===== src/sqrt_pkg.sv =====
`default_nettype none

package sqrt_pkg;

    localparam int TAG_W  = 5;           // Destination register tag
    localparam int ROOT_W = 26;          // 24 significand bits, guard and round
    localparam int EXP_W  = 10;          // Biased result exponent with headroom
    localparam int RAD_W  = 26;          // Radicand, 2 integer and 24 fraction bits

    // Resolved rounding modes, RV32F encoding
    localparam logic [2:0] RM_RNE = 3'b000;
    localparam logic [2:0] RM_RTZ = 3'b001;
    localparam logic [2:0] RM_RDN = 3'b010;
    localparam logic [2:0] RM_RUP = 3'b011;
    localparam logic [2:0] RM_RMM = 3'b100;

    localparam int FLAG_NV = 4;          // fflags bit positions
    localparam int FLAG_NX = 0;

    localparam logic [31:0] CANONICAL_NAN = 32'h7fc0_0000;

    typedef struct packed {
        logic [31:0]      a;
        logic [2:0]       mode;
        logic [TAG_W-1:0] dest_reg;
    } sqrt_command_t;

    typedef struct packed {
        logic             special;        // Result known without iteration
        logic [31:0]      special_result;
        logic             special_nv;
        logic [EXP_W-1:0] exponent;
        logic [RAD_W-1:0] radicand;
        logic [2:0]       mode;
        logic [TAG_W-1:0] dest_reg;
    } sqrt_operation_t;

    typedef struct packed {
        logic [ROOT_W-1:0] root;
        logic              sticky;        // Final remainder nonzero
        logic              special;
        logic [31:0]       special_result;
        logic              special_nv;
        logic [EXP_W-1:0]  exponent;
        logic [2:0]        mode;
        logic [TAG_W-1:0]  dest_reg;
    } sqrt_root_t;

    typedef struct packed {
        logic [31:0]      result;
        logic [4:0]       flags;
        logic [TAG_W-1:0] dest_reg;
    } sqrt_result_t;

endpackage

`default_nettype wire

===== src/sqrt_unit.sv =====
`timescale 1ns/1ps
`default_nettype none

module sqrt_unit (
    input  logic                    clk,
    input  logic                    rst_n,

    input  logic                    cmd_valid,
    output logic                    cmd_ready,
    input  sqrt_pkg::sqrt_command_t cmd_payload,

    output logic                    res_valid,
    input  logic                    res_ready,
    output sqrt_pkg::sqrt_result_t  res_payload
);

    logic                      exp_valid, exp_ready;
    sqrt_pkg::sqrt_operation_t exp_payload;

    logic                      op_valid, op_ready;
    sqrt_pkg::sqrt_operation_t op_payload;

    logic                      root_valid, root_ready;
    sqrt_pkg::sqrt_root_t      root_payload;

    logic                      rnd_valid, rnd_ready;
    sqrt_pkg::sqrt_result_t    rnd_payload;

    sqrt_exponent exponent_i (
        .cmd_valid, .cmd_ready, .cmd_payload,
        .op_valid(exp_valid), .op_ready(exp_ready), .op_payload(exp_payload)
    );

    stream_stage #(
        .T(sqrt_pkg::sqrt_operation_t),
        .MODE(1)
    ) op_stage_i (
        .clk, .rst_n,
        .in_valid(exp_valid), .in_ready(exp_ready), .in_payload(exp_payload),
        .out_valid(op_valid), .out_ready(op_ready), .out_payload(op_payload)
    );

    sqrt_mantissa mantissa_i (
        .clk, .rst_n,
        .op_valid, .op_ready, .op_payload,
        .root_valid, .root_ready, .root_payload
    );

    sqrt_round round_i (
        .root_valid, .root_ready, .root_payload,
        .res_valid(rnd_valid), .res_ready(rnd_ready), .res_payload(rnd_payload)
    );

    stream_stage #(
        .T(sqrt_pkg::sqrt_result_t),
        .MODE(1)
    ) res_stage_i (
        .clk, .rst_n,
        .in_valid(rnd_valid), .in_ready(rnd_ready), .in_payload(rnd_payload),
        .out_valid(res_valid), .out_ready(res_ready), .out_payload(res_payload)
    );

endmodule

`default_nettype wire


===== src/sqrt_round.sv =====
`timescale 1ns/1ps
`default_nettype none

module sqrt_round (
    input  logic                   root_valid,
    output logic                   root_ready,
    input  sqrt_pkg::sqrt_root_t   root_payload,

    output logic                   res_valid,
    input  logic                   res_ready,
    output sqrt_pkg::sqrt_result_t res_payload
);

    logic [23:0] mant;                    // 1.f with integer bit at 23
    logic        guard;
    logic        round_bit;
    logic        sticky;
    logic        inexact;
    logic        round_up;
    logic [24:0] sum;
    logic [22:0] frac;

    logic [sqrt_pkg::EXP_W-1:0] exp_adj;

    assign res_valid  = root_valid;
    assign root_ready = res_ready;

    assign mant      = root_payload.root[sqrt_pkg::ROOT_W-1:2];
    assign guard     = root_payload.root[1];
    assign round_bit = root_payload.root[0];
    assign sticky    = root_payload.sticky;
    assign inexact   = guard || round_bit || sticky;

    // Result is always positive, so RDN truncates and RUP rounds away
    always_comb begin
        case (root_payload.mode)
            sqrt_pkg::RM_RNE: round_up = guard && (round_bit || sticky || mant[0]);
            sqrt_pkg::RM_RTZ: round_up = 1'b0;
            sqrt_pkg::RM_RDN: round_up = 1'b0;
            sqrt_pkg::RM_RUP: round_up = inexact;
            sqrt_pkg::RM_RMM: round_up = guard;
            default:          round_up = 1'b0;
        endcase
    end

    assign sum = {1'b0, mant} + {24'd0, round_up};

    // Carry out wraps the significand to 2.0 and leaves a zero fraction
    assign frac    = sum[22:0];
    assign exp_adj = root_payload.exponent + {{(sqrt_pkg::EXP_W-1){1'b0}}, sum[24]};

    always_comb begin
        res_payload.flags    = 5'd0;
        res_payload.dest_reg = root_payload.dest_reg;
        if (root_payload.special) begin
            res_payload.result                  = root_payload.special_result;
            res_payload.flags[sqrt_pkg::FLAG_NV] = root_payload.special_nv;
        end else begin
            res_payload.result                  = {1'b0, exp_adj[7:0], frac};
            res_payload.flags[sqrt_pkg::FLAG_NX] = inexact;
        end
    end

endmodule

`default_nettype wire


===== src/sqrt_mantissa.sv =====
`timescale 1ns/1ps
`default_nettype none

module sqrt_mantissa (
    input  logic                      clk,
    input  logic                      rst_n,

    input  logic                      op_valid,
    output logic                      op_ready,
    input  sqrt_pkg::sqrt_operation_t op_payload,

    output logic                      root_valid,
    input  logic                      root_ready,
    output sqrt_pkg::sqrt_root_t      root_payload
);

    localparam int REM_W = sqrt_pkg::ROOT_W + 3;
    localparam int CNT_W = $clog2(sqrt_pkg::ROOT_W);
    localparam logic [CNT_W-1:0] LAST = CNT_W'(sqrt_pkg::ROOT_W - 1);

    typedef enum logic [1:0] {
        S_IDLE,
        S_BUSY,
        S_HOLD
    } state_t;

    state_t           state;
    logic [CNT_W-1:0] count;
    logic             accept;

    logic [sqrt_pkg::RAD_W-1:0]  rad_q;   // Radicand bits still to bring down
    logic [sqrt_pkg::ROOT_W-1:0] root_q;
    logic [REM_W-1:0]            rem_q;

    logic                        special_q;
    logic [31:0]                 special_result_q;
    logic                        special_nv_q;
    logic [sqrt_pkg::EXP_W-1:0]  exponent_q;
    logic [2:0]                  mode_q;
    logic [sqrt_pkg::TAG_W-1:0]  dest_reg_q;

    logic [REM_W-1:0] shifted;
    logic [REM_W-1:0] trial;
    logic [REM_W-1:0] diff;
    logic             take;

    assign op_ready   = (state == S_IDLE);
    assign root_valid = (state == S_HOLD);
    assign accept     = op_valid && op_ready;

    // Remainder stays below 2*root+1, so the top two bits dropped here are zero
    assign shifted = {rem_q[REM_W-3:0], rad_q[sqrt_pkg::RAD_W-1 -: 2]};
    assign trial   = {1'b0, root_q, 2'b01};
    assign diff    = shifted - trial;
    assign take    = (shifted >= trial);

    always_ff @(posedge clk or negedge rst_n) begin
        if (!rst_n) begin
            state <= S_IDLE;
            count <= '0;
        end else begin
            case (state)
                S_IDLE: begin
                    if (op_valid) begin
                        count <= '0;
                        state <= op_payload.special ? S_HOLD : S_BUSY;
                    end
                end
                S_BUSY: begin
                    count <= count + 1'b1;
                    if (count == LAST) begin
                        state <= S_HOLD;
                    end
                end
                S_HOLD: begin
                    if (root_ready) begin
                        state <= S_IDLE;
                    end
                end
                default: state <= S_IDLE;
            endcase
        end
    end

    always_ff @(posedge clk) begin
        if (accept) begin
            rad_q            <= op_payload.radicand;
            root_q           <= '0;                   // Zero root for specials
            rem_q            <= '0;
            special_q        <= op_payload.special;
            special_result_q <= op_payload.special_result;
            special_nv_q     <= op_payload.special_nv;
            exponent_q       <= op_payload.exponent;
            mode_q           <= op_payload.mode;
            dest_reg_q       <= op_payload.dest_reg;
        end else if (state == S_BUSY) begin
            rad_q  <= {rad_q[sqrt_pkg::RAD_W-3:0], 2'b00};
            root_q <= {root_q[sqrt_pkg::ROOT_W-2:0], take};
            rem_q  <= take ? diff : shifted;
        end
    end

    always_comb begin
        root_payload.root           = root_q;
        root_payload.sticky         = |rem_q;
        root_payload.special        = special_q;
        root_payload.special_result = special_result_q;
        root_payload.special_nv     = special_nv_q;
        root_payload.exponent       = exponent_q;
        root_payload.mode           = mode_q;
        root_payload.dest_reg       = dest_reg_q;
    end

endmodule

`default_nettype wire


===== src/sqrt_exponent.sv =====
`timescale 1ns/1ps
`default_nettype none

module sqrt_exponent (
    input  logic                      cmd_valid,
    output logic                      cmd_ready,
    input  sqrt_pkg::sqrt_command_t   cmd_payload,

    output logic                      op_valid,
    input  logic                      op_ready,
    output sqrt_pkg::sqrt_operation_t op_payload
);

    logic        sign;
    logic [7:0]  exp_field;
    logic [22:0] frac;

    logic is_zero, is_sub, is_inf, is_qnan, is_snan;

    logic [4:0]        lz;
    logic [23:0]       sig;               // Normalized significand 1.f
    logic signed [9:0] unb_exp;
    logic signed [9:0] even_exp;
    logic signed [9:0] res_exp;
    logic              odd;

    function automatic logic [4:0] lead_zeros(input logic [22:0] f);
        logic [4:0] n;
        logic       found;
        n     = 5'd0;
        found = 1'b0;
        for (int i = 22; i >= 0; i--) begin
            if (!found) begin
                if (f[i]) begin
                    found = 1'b1;
                end else begin
                    n = n + 5'd1;
                end
            end
        end
        return n;
    endfunction

    assign op_valid  = cmd_valid;
    assign cmd_ready = op_ready;

    assign sign      = cmd_payload.a[31];
    assign exp_field = cmd_payload.a[30:23];
    assign frac      = cmd_payload.a[22:0];

    assign is_zero = (exp_field == 8'd0) && (frac == 23'd0);
    assign is_sub  = (exp_field == 8'd0) && (frac != 23'd0);
    assign is_inf  = (exp_field == 8'hff) && (frac == 23'd0);
    assign is_qnan = (exp_field == 8'hff) && frac[22];
    assign is_snan = (exp_field == 8'hff) && !frac[22] && (frac != 23'd0);

    assign lz = lead_zeros(frac);

    always_comb begin
        if (is_sub) begin
            sig     = {1'b0, frac} << (lz + 5'd1);        // Leading one to bit 23
            unb_exp = -10'sd127 - $signed({5'b00000, lz});
        end else begin
            sig     = {1'b1, frac};
            unb_exp = $signed({2'b00, exp_field}) - 10'sd127;
        end
    end

    // Odd exponent moves one factor of two into the significand
    assign odd      = unb_exp[0];
    assign even_exp = odd ? unb_exp - 10'sd1 : unb_exp;
    assign res_exp  = (even_exp >>> 1) + 10'sd127;

    always_comb begin
        op_payload.special        = 1'b1;
        op_payload.special_result = sqrt_pkg::CANONICAL_NAN;
        op_payload.special_nv     = 1'b0;
        if (is_snan) begin
            op_payload.special_nv = 1'b1;
        end else if (is_qnan) begin
            op_payload.special_nv = 1'b0;
        end else if (is_zero) begin
            op_payload.special_result = cmd_payload.a;    // Signed zero kept
        end else if (sign) begin
            op_payload.special_nv = 1'b1;                 // Includes -inf
        end else if (is_inf) begin
            op_payload.special_result = cmd_payload.a;
        end else begin
            op_payload.special = 1'b0;
        end

        op_payload.exponent = res_exp;
        op_payload.radicand = odd ? {sig, 2'b00} : {1'b0, sig, 1'b0};
        op_payload.mode     = cmd_payload.mode;
        op_payload.dest_reg = cmd_payload.dest_reg;
    end

endmodule

`default_nettype wire


===== src/stream_stage.sv =====
`timescale 1ns/1ps
`default_nettype none

module stream_stage #(
    parameter type T    = logic,
    parameter int  MODE = 1              // 0 pass-through, 1 registered
)(
    input  logic clk,
    input  logic rst_n,

    input  logic in_valid,
    output logic in_ready,
    input  T     in_payload,

    output logic out_valid,
    input  logic out_ready,
    output T     out_payload
);

    generate
        if (MODE == 0) begin : g_pass
            assign out_valid   = in_valid;
            assign in_ready    = out_ready;
            assign out_payload = in_payload;
        end else begin : g_reg
            logic full;
            T     data;

            // Take a new payload when empty or when the held one leaves now
            assign in_ready = !full || out_ready;

            always_ff @(posedge clk or negedge rst_n) begin
                if (!rst_n) begin
                    full <= 1'b0;
                end else if (in_ready) begin
                    full <= in_valid;
                end
            end

            always_ff @(posedge clk) begin
                if (in_valid && in_ready) begin
                    data <= in_payload;
                end
            end

            assign out_valid   = full;
            assign out_payload = data;
        end
    endgenerate

endmodule

`default_nettype wire


===== config.mk =====
export PLATFORM = sky130hd
export DESIGN_NAME = sqrt_unit
export DESIGN_NICKNAME = d
export VERILOG_FILES = /design/src/sqrt_pkg.sv /design/src/sqrt_unit.sv /design/src/sqrt_round.sv /design/src/sqrt_mantissa.sv /design/src/sqrt_exponent.sv /design/src/stream_stage.sv
export SDC_FILE = /design/constraint.sdc
export NUM_CORES = 1
export LEC_CHECK = 0
export BUFFER_PORTS_ARGS = -buffer_cell sky130_fd_sc_hd__buf_2
export CAP_MARGIN = 30
export CORE_MARGIN = 1.5
export CORE_UTILIZATION = 35
export DETAILED_ROUTE_END_ITERATION = 12
export GPL_TIMING_DRIVEN = 0
export PLACE_DENSITY_LB_ADDON = 0.25
export SETUP_SLACK_MARGIN = 0.02
export SYNTH_ARGS = -nofsm -noshare
export SYNTH_HDL_FRONTEND = slang
export SYNTH_SLANG_ARGS = --single-unit

===== constraint.sdc =====
create_clock -name clk -period 4.5 [get_ports clk]
set_input_delay 0.9 -clock clk [delete_from_list [all_inputs] [get_ports clk]]
set_output_delay 0.9 -clock clk [all_outputs]
set_load 0.02 [all_outputs]

; Word level (Yosys, flattened, before mapping)
; Index checks and enable logic that the tools add are counted.
[classes]
n_mux = 111
n_reduce_logical = 31
addsub = 31
n_eq_ne = 9
shift = 1
order_cmp = 1
[op_table]
columns = operator, n
row1 = 5-bit 2-to-1 mux, 45
row2 = 5-bit by 1-bit adder with 5-bit output (second input constant), 23
row3 = 32-bit 2-to-1 mux, 2
row4 = 31-bit 2-to-1 mux, 2
row5 = 26-bit 2-to-1 mux, 2
row6 = 1-bit 2-to-1 mux, 48
row7 = 29-bit by 28-bit >= comparator with 1-bit output, 1
row8 = 29-bit 2-to-1 mux, 1
row9 = 29-bit OR reduction, 1
row10 = 29-bit by 28-bit subtractor with 29-bit output, 1
row11 = 24-bit by 1-bit adder with 25-bit output, 1
row12 = 25-bit 2-to-1 mux, 1
row13 = 24-bit 2-to-1 mux, 1
row14 = 23-bit by 5-bit left shift with 24-bit output, 1
row15 = 23-bit zero test, 1
row16 = 23-bit nonzero test, 1
row17 = 9-bit 2-to-1 mux, 2
row18 = 1-bit logical AND, 10
row19 = 5-bit one-hot mux with 2 select lines, 1
row20 = 8-bit by 6-bit subtractor with 9-bit output (first input constant), 1
row21 = 8-bit by 7-bit subtractor with 9-bit output (second input constant), 1
row22 = 9-bit by 2-bit subtractor with 9-bit output (second input constant), 1
row23 = 8-bit by 1-bit adder with 8-bit output, 1
row24 = 8-bit adder (second input constant), 1
row25 = 22 further kinds, 34
[totals]
out_inout_bits = 44
word_cells = 211
regBits = 255
input_bits = 44

; Longest topological paths before layout
[depth]
word_depth = 72
depth_mapped = 68
depth_no_buf = 65

; Hierarchy
; A second synthesis with hierarchy kept.
[unflattened]
hier_cells = 1741
hier_area_um2 = 16773.6
[by_module_without_submodules]
columns = mod, area_per_inst_um2, cells_each, n_inst
row1 = sqrt_mantissa, 6770.2, 661, 1
row2 = sqrt_exponent, 5255.0, 782, 1
row3 = stream_stage at op_stage_i, 2396.0, 82, 1
row4 = stream_stage at res_stage_i, 1315.0, 46, 1
row5 = sqrt_round, 1037.2, 170, 1

; Least setup slack after synthesis
; Ideal clock, no wire load.
[synth_path]
path_kind = input -> register
startpoint = in cmd_payload[27] (netlist bit)
endpoint = reg op_stage_i.g_reg.data (netlist bit op_stage_i.out_payload[25]) (data pin)
required_time_ns = 4.238
setup_time_ns = 0.262
t_arrival_ns = 12.222
setup_slack_ns = -7.984
cell_stages = 63
path_buffers = 3
cell_sequence = buf_6 -> nor4_4 -> nor3_1 -> ha_1 -> or3_1 -> a31oi_1 -> ha_1 -> nor2b_1 -> o211a_1 -> nor4_1 -> nand2b_1 -> ha_1 -> mux2_2 -> a21oi_1 -> ha_1 -> mux2i_1 -> nand2_1 -> o211ai_1 -> [... 27 more ...] -> nor2_1 -> nor2_1 -> ha_1 -> o21ai_0 -> a21oi_1 -> ha_1 -> mux2_2 -> o21ai_0 -> a21oi_1 -> ha_1 -> clkbuf_1 -> dlygate4sd3_1 -> mux2i_1 -> mux2i_1 -> nor2_1 -> a21oi_1 -> o31ai_1 -> mux2_1
[synth_rtl]
columns = element, line_no
row1 = "start, declared", sqrt_unit.sv:10  ; input sqrt_pkg::sqrt_command_t cmd_payload,
row2 = "end signal, assigned", stream_stage.sv:42  ; data <= in_payload;
row3 = "end, declared", stream_stage.sv:27  ; T data;

==> qor.txt <==
Status: finished with violations
Violated checks: setup timing
FP Rows: 78
Nets@finish: 1976
Via-to-Cell Ratio: 5.25
YS warnings: 0
Largest fanout on the critical path: 5
Critical Path End Type: flop
TritonCTS buffer count: 28
Worst-Skew Late Latency: 0.54 ns
Final Hold Fails: 0
DR WL/cell: 17.3 µm
Total wire length: 43.1 mm
Number of synthesized flops with an enable pin: 189
Pleak: 7.52 nW
Skew final: 0.0142 ns
Worst-path cell with the longest stage delay: mux4_2
Max incr delay on CP: 0.52 ns
Tmin final: 11.65 ns
Endpoints failing setup: 33
Reg clk slew, reported paths: 0.06 ns
Maxcap violations: 0
TritonCTS clock tree: built
Worst R2R Path Depth: 19
RSZ-0062 raised after global routing: true
Total Die Area: 47500 µm²
GR Util met2: 31.8%
Worst endpoint required time: 4.76 ns
Max Transition Viols Final: 0
Initial Util: 35.5%
Most frequent CP cell: ha_1
Fillers: 4429
Vias in the first global route: 12900
DP HPWL: 31.7 mm
Total Routing Usage GR: 18.1%
Netlist cell types: 107
Final instance count without filler cells: 2495
Area growth syn-to-layout: 23.5%
Clock sink count: 253
Critical R2R Launch: mantissa_i.root_q[0]
H-tree Lvls: 1
Die X: 218 µm
Dpl cells: 2377
PnR worst setup slack: -7.15 ns
GP Congestion: 0.910
Share of layout cells above drive strength 1: 22.1%
# diodes: 0
IO Count: 88
Final core occ: 43.9%
Worst relative slew slack: 39.2%
Routed Antenna Nets: 0
Mapped Cells: 1673
Core region area: 45500 µm²
Die Y: 218 µm
VDD IR max: 0.000386 V
Crit Path Class: primary input to flop
DR vias: 13100
CP Launch Type: primary input
Register bit total from synthesis: 253
Slew at the pin closest to its max-slew limit: 0.911 ns
Pre-antenna DRT Iters: 6
Top_reg_cell synth: edfxtp_1
DR iter-0 viols: 888
Worst r2r dst: mantissa_i.rem_q[20]
Worst min path class: primary input to asynchronous set/reset pin
GRT Max-Usage Layer: met2
Reg2reg setup slack: 0.34 ns
Overflow after GRT: 0
Initial antenna violation count: 0
First-pass GRT wire length: 69.4 mm
Final period util: 259%
CP arrival: 11.91 ns
Clock Path Buffers: 3
CTS root buf: clkbuf_16
Syn avg cell area: 9.66 µm²
Power per cell area: 508 nW/µm²
Largest net degree at the start of global routing: 60
Met3 Use GR: 1.67%
DRC: 0
IO Port Bufs: 75
Syn Std Cell Area: 16200 µm²
M1 GR Usage: 23.8%
Asr flop ratio synth: 3.56%
Power consumption: 10.1 mW
Seq/Total Area, Yosys: 43.3%
Max Fclk: 0.0858 GHz
cells in the mapped netlist (all sizes together) (4+ instances only):
master / count / area (µm²)
a31oi: 6 / 37.5
nor3b: 5 / 37.5
dfxtp: 55 / 1100
nand2: 234 / 878
nand3: 70 / 355
nor2b: 19 / 119
a22oi: 11 / 82.6
o31ai: 9 / 67.6
xnor2: 65 / 656
o31a: 9 / 78.8
nand4: 16 / 106
o211ai: 4 / 30.0
mux2: 26 / 293
dfrtp: 9 / 225
a22o: 10 / 87.6
xor2: 35 / 322
a21boi: 10 / 75.1
and3: 13 / 81.3
nand3b: 4 / 30.0
buf: 29 / 249
nor4: 22 / 159
edfxtp: 189 / 5680
ha: 59 / 738
inv: 87 / 327
xnor3: 8 / 181
nor3: 39 / 233
a21o: 12 / 90.1
a211oi: 25 / 225
o21ai: 151 / 759
and2: 21 / 133
nor4b: 4 / 50.1
or2: 8 / 50.1
nor2: 118 / 453
or3: 11 / 73.8
nand2b: 14 / 87.6
mux2i: 71 / 714
or4: 4 / 37.5
a32oi: 5 / 43.8
clkbuf: 49 / 224
a21oi: 69 / 353
a221oi: 8 / 76.3
o21a: 11 / 82.6
critical path: cells and delay by family:
kind            cells  cell delay [ns]
mux                11             2.53
fa+ha+maj          12             3.32
xor+xnor            4             0.59
simple gates       13             1.77
compound gates     19             2.49
buf+inv             3             0.29
how the worst max path moves through the flow:
stage / slack (ns) / startpoint / endpoint / cells past startpoint
floorplan: -6.95 / cmd_payload[28] / op_stage_i.out_payload[27] / 63
global placement: -8.41 / cmd_payload[29] / op_stage_i.out_payload[32] / 67
detailed placement: -8.66 / cmd_payload[29] / op_stage_i.out_payload[32] / 67
CTS: -7.08 / cmd_payload[30] / op_stage_i.out_payload[27] / 62
global route: -7.82 / cmd_payload[27] / op_stage_i.out_payload[26] / 63
finish: -7.15 / cmd_payload[27] / op_stage_i.out_payload[27] / 62
where the power goes:
part / leakage (nW) / switching [mW] / internal (mW) / total (mW)
Combinational: 4.77 / 2.59 / 1.56 / 4.15
Clock: 0.440 / 0.925 / 1.35 / 2.28
Sequential: 2.31 / 0.272 / 3.43 / 3.71
area by class of cell:
cell class	instances	area [µm²]	share of cell area, %
plain buffers	79	577	2.89
clock buffers	32	737	3.69
clock inverters	20	193	0.966
inverters	88	335	1.68
multi-input cells	1276	9220	46.2
flip-flops and latches	253	7000	35.1
well taps	600	751	3.76
repair buffers	147	1130	5.66
flip-flops by register name, summed over array words and instances (netlist names):
| signal | cells |
|---|---|
| mantissa_i.special_nv_q | 1 |
| op_stage_i.out_valid | 1 |
| mantissa_i.rem_q | 29 |
| mantissa_i.dest_reg_q | 5 |
| mantissa_i.special_result_q | 32 |
| mantissa_i.rad_q | 25 |
| mantissa_i.state | 2 |
| mantissa_i.root_q | 26 |
| mantissa_i.exponent_q | 8 |
| mantissa_i.mode_q | 3 |
| mantissa_i.count | 5 |
| op_stage_i.out_payload | 75 |
| res_stage_i.out_valid | 1 |
| mantissa_i.special_q | 1 |
| res_stage_i.out_payload | 39 |
metal layers:
metal / routed length [µm] / part of all wire (%)
met5: 0 / 0
met2: 21400 / 50
met3: 1340 / 3.1
met1: 19300 / 45
met4: 995 / 2.3
layout by cell type, fill, tap and decap left out, drive strengths merged, types with 6 or more instances in the layout:
cell type and n:
xor2 35, nand3 70, nor2 118, nand2b 14, nand2 234, or2 8, nand4 16, nor2b 19
o31a 9, dfrtp 9, ha 59, nor3 39, o21ai 151, or3 11, inv 90, o31ai 9
clkinv 10, a21boi 10, and2 21, conb 25, a22o 10, and3 13, a221oi 8, dfxtp 55
nor4 22, a22oi 11, buf 176, a21o 12, a31oi 6, xnor2 65, a21oi 69, o21a 11
mux2i 71, xnor3 8, edfxtp 189, clkbuf 79, mux2 26, a211oi 25
what timing repair did:
item / CTS / global route
pin swaps: 49 / 27
setup endpoints to repair: 61 / 63
gates resized for setup: 131 / 49
setup buffers: 49 / 15
hold buffers: 0 / 0
cloned: 4 / 0
metrics by stage:
stage                     setup slack (ns)  setup TNS [ns]  hold slack, ns  cell area, µm²
after floorplan                      -6.95         -218.05           0.400           16400
after global placement               -8.41         -345.59           0.401           17500
after detailed placement             -8.66         -282.44           0.405           17600
after CTS                            -7.08         -225.67           0.195           19600
after global routing                 -7.82         -250.64           0.204           19900
final                                -7.15         -228.63           0.211           19900
logic make-up (layout without fill, tap and decap cells):
logic type                 after synthesis  count (layout)  share of synthesized area [%]
AOI/OAI and AO/OA                      371             371                           14.7
other                                    1              25                         0.0232
muxes                                  100             100                           6.65
xor gates and xnor gates               108             108                           7.17
buffers and inverters                  168             366                           5.10
and+or+nand+nor                        611             611                           18.4
DFF                                    253             253                           43.3
adders and majority gates               61              61                           4.69
(Power assumes the default switching activity.)
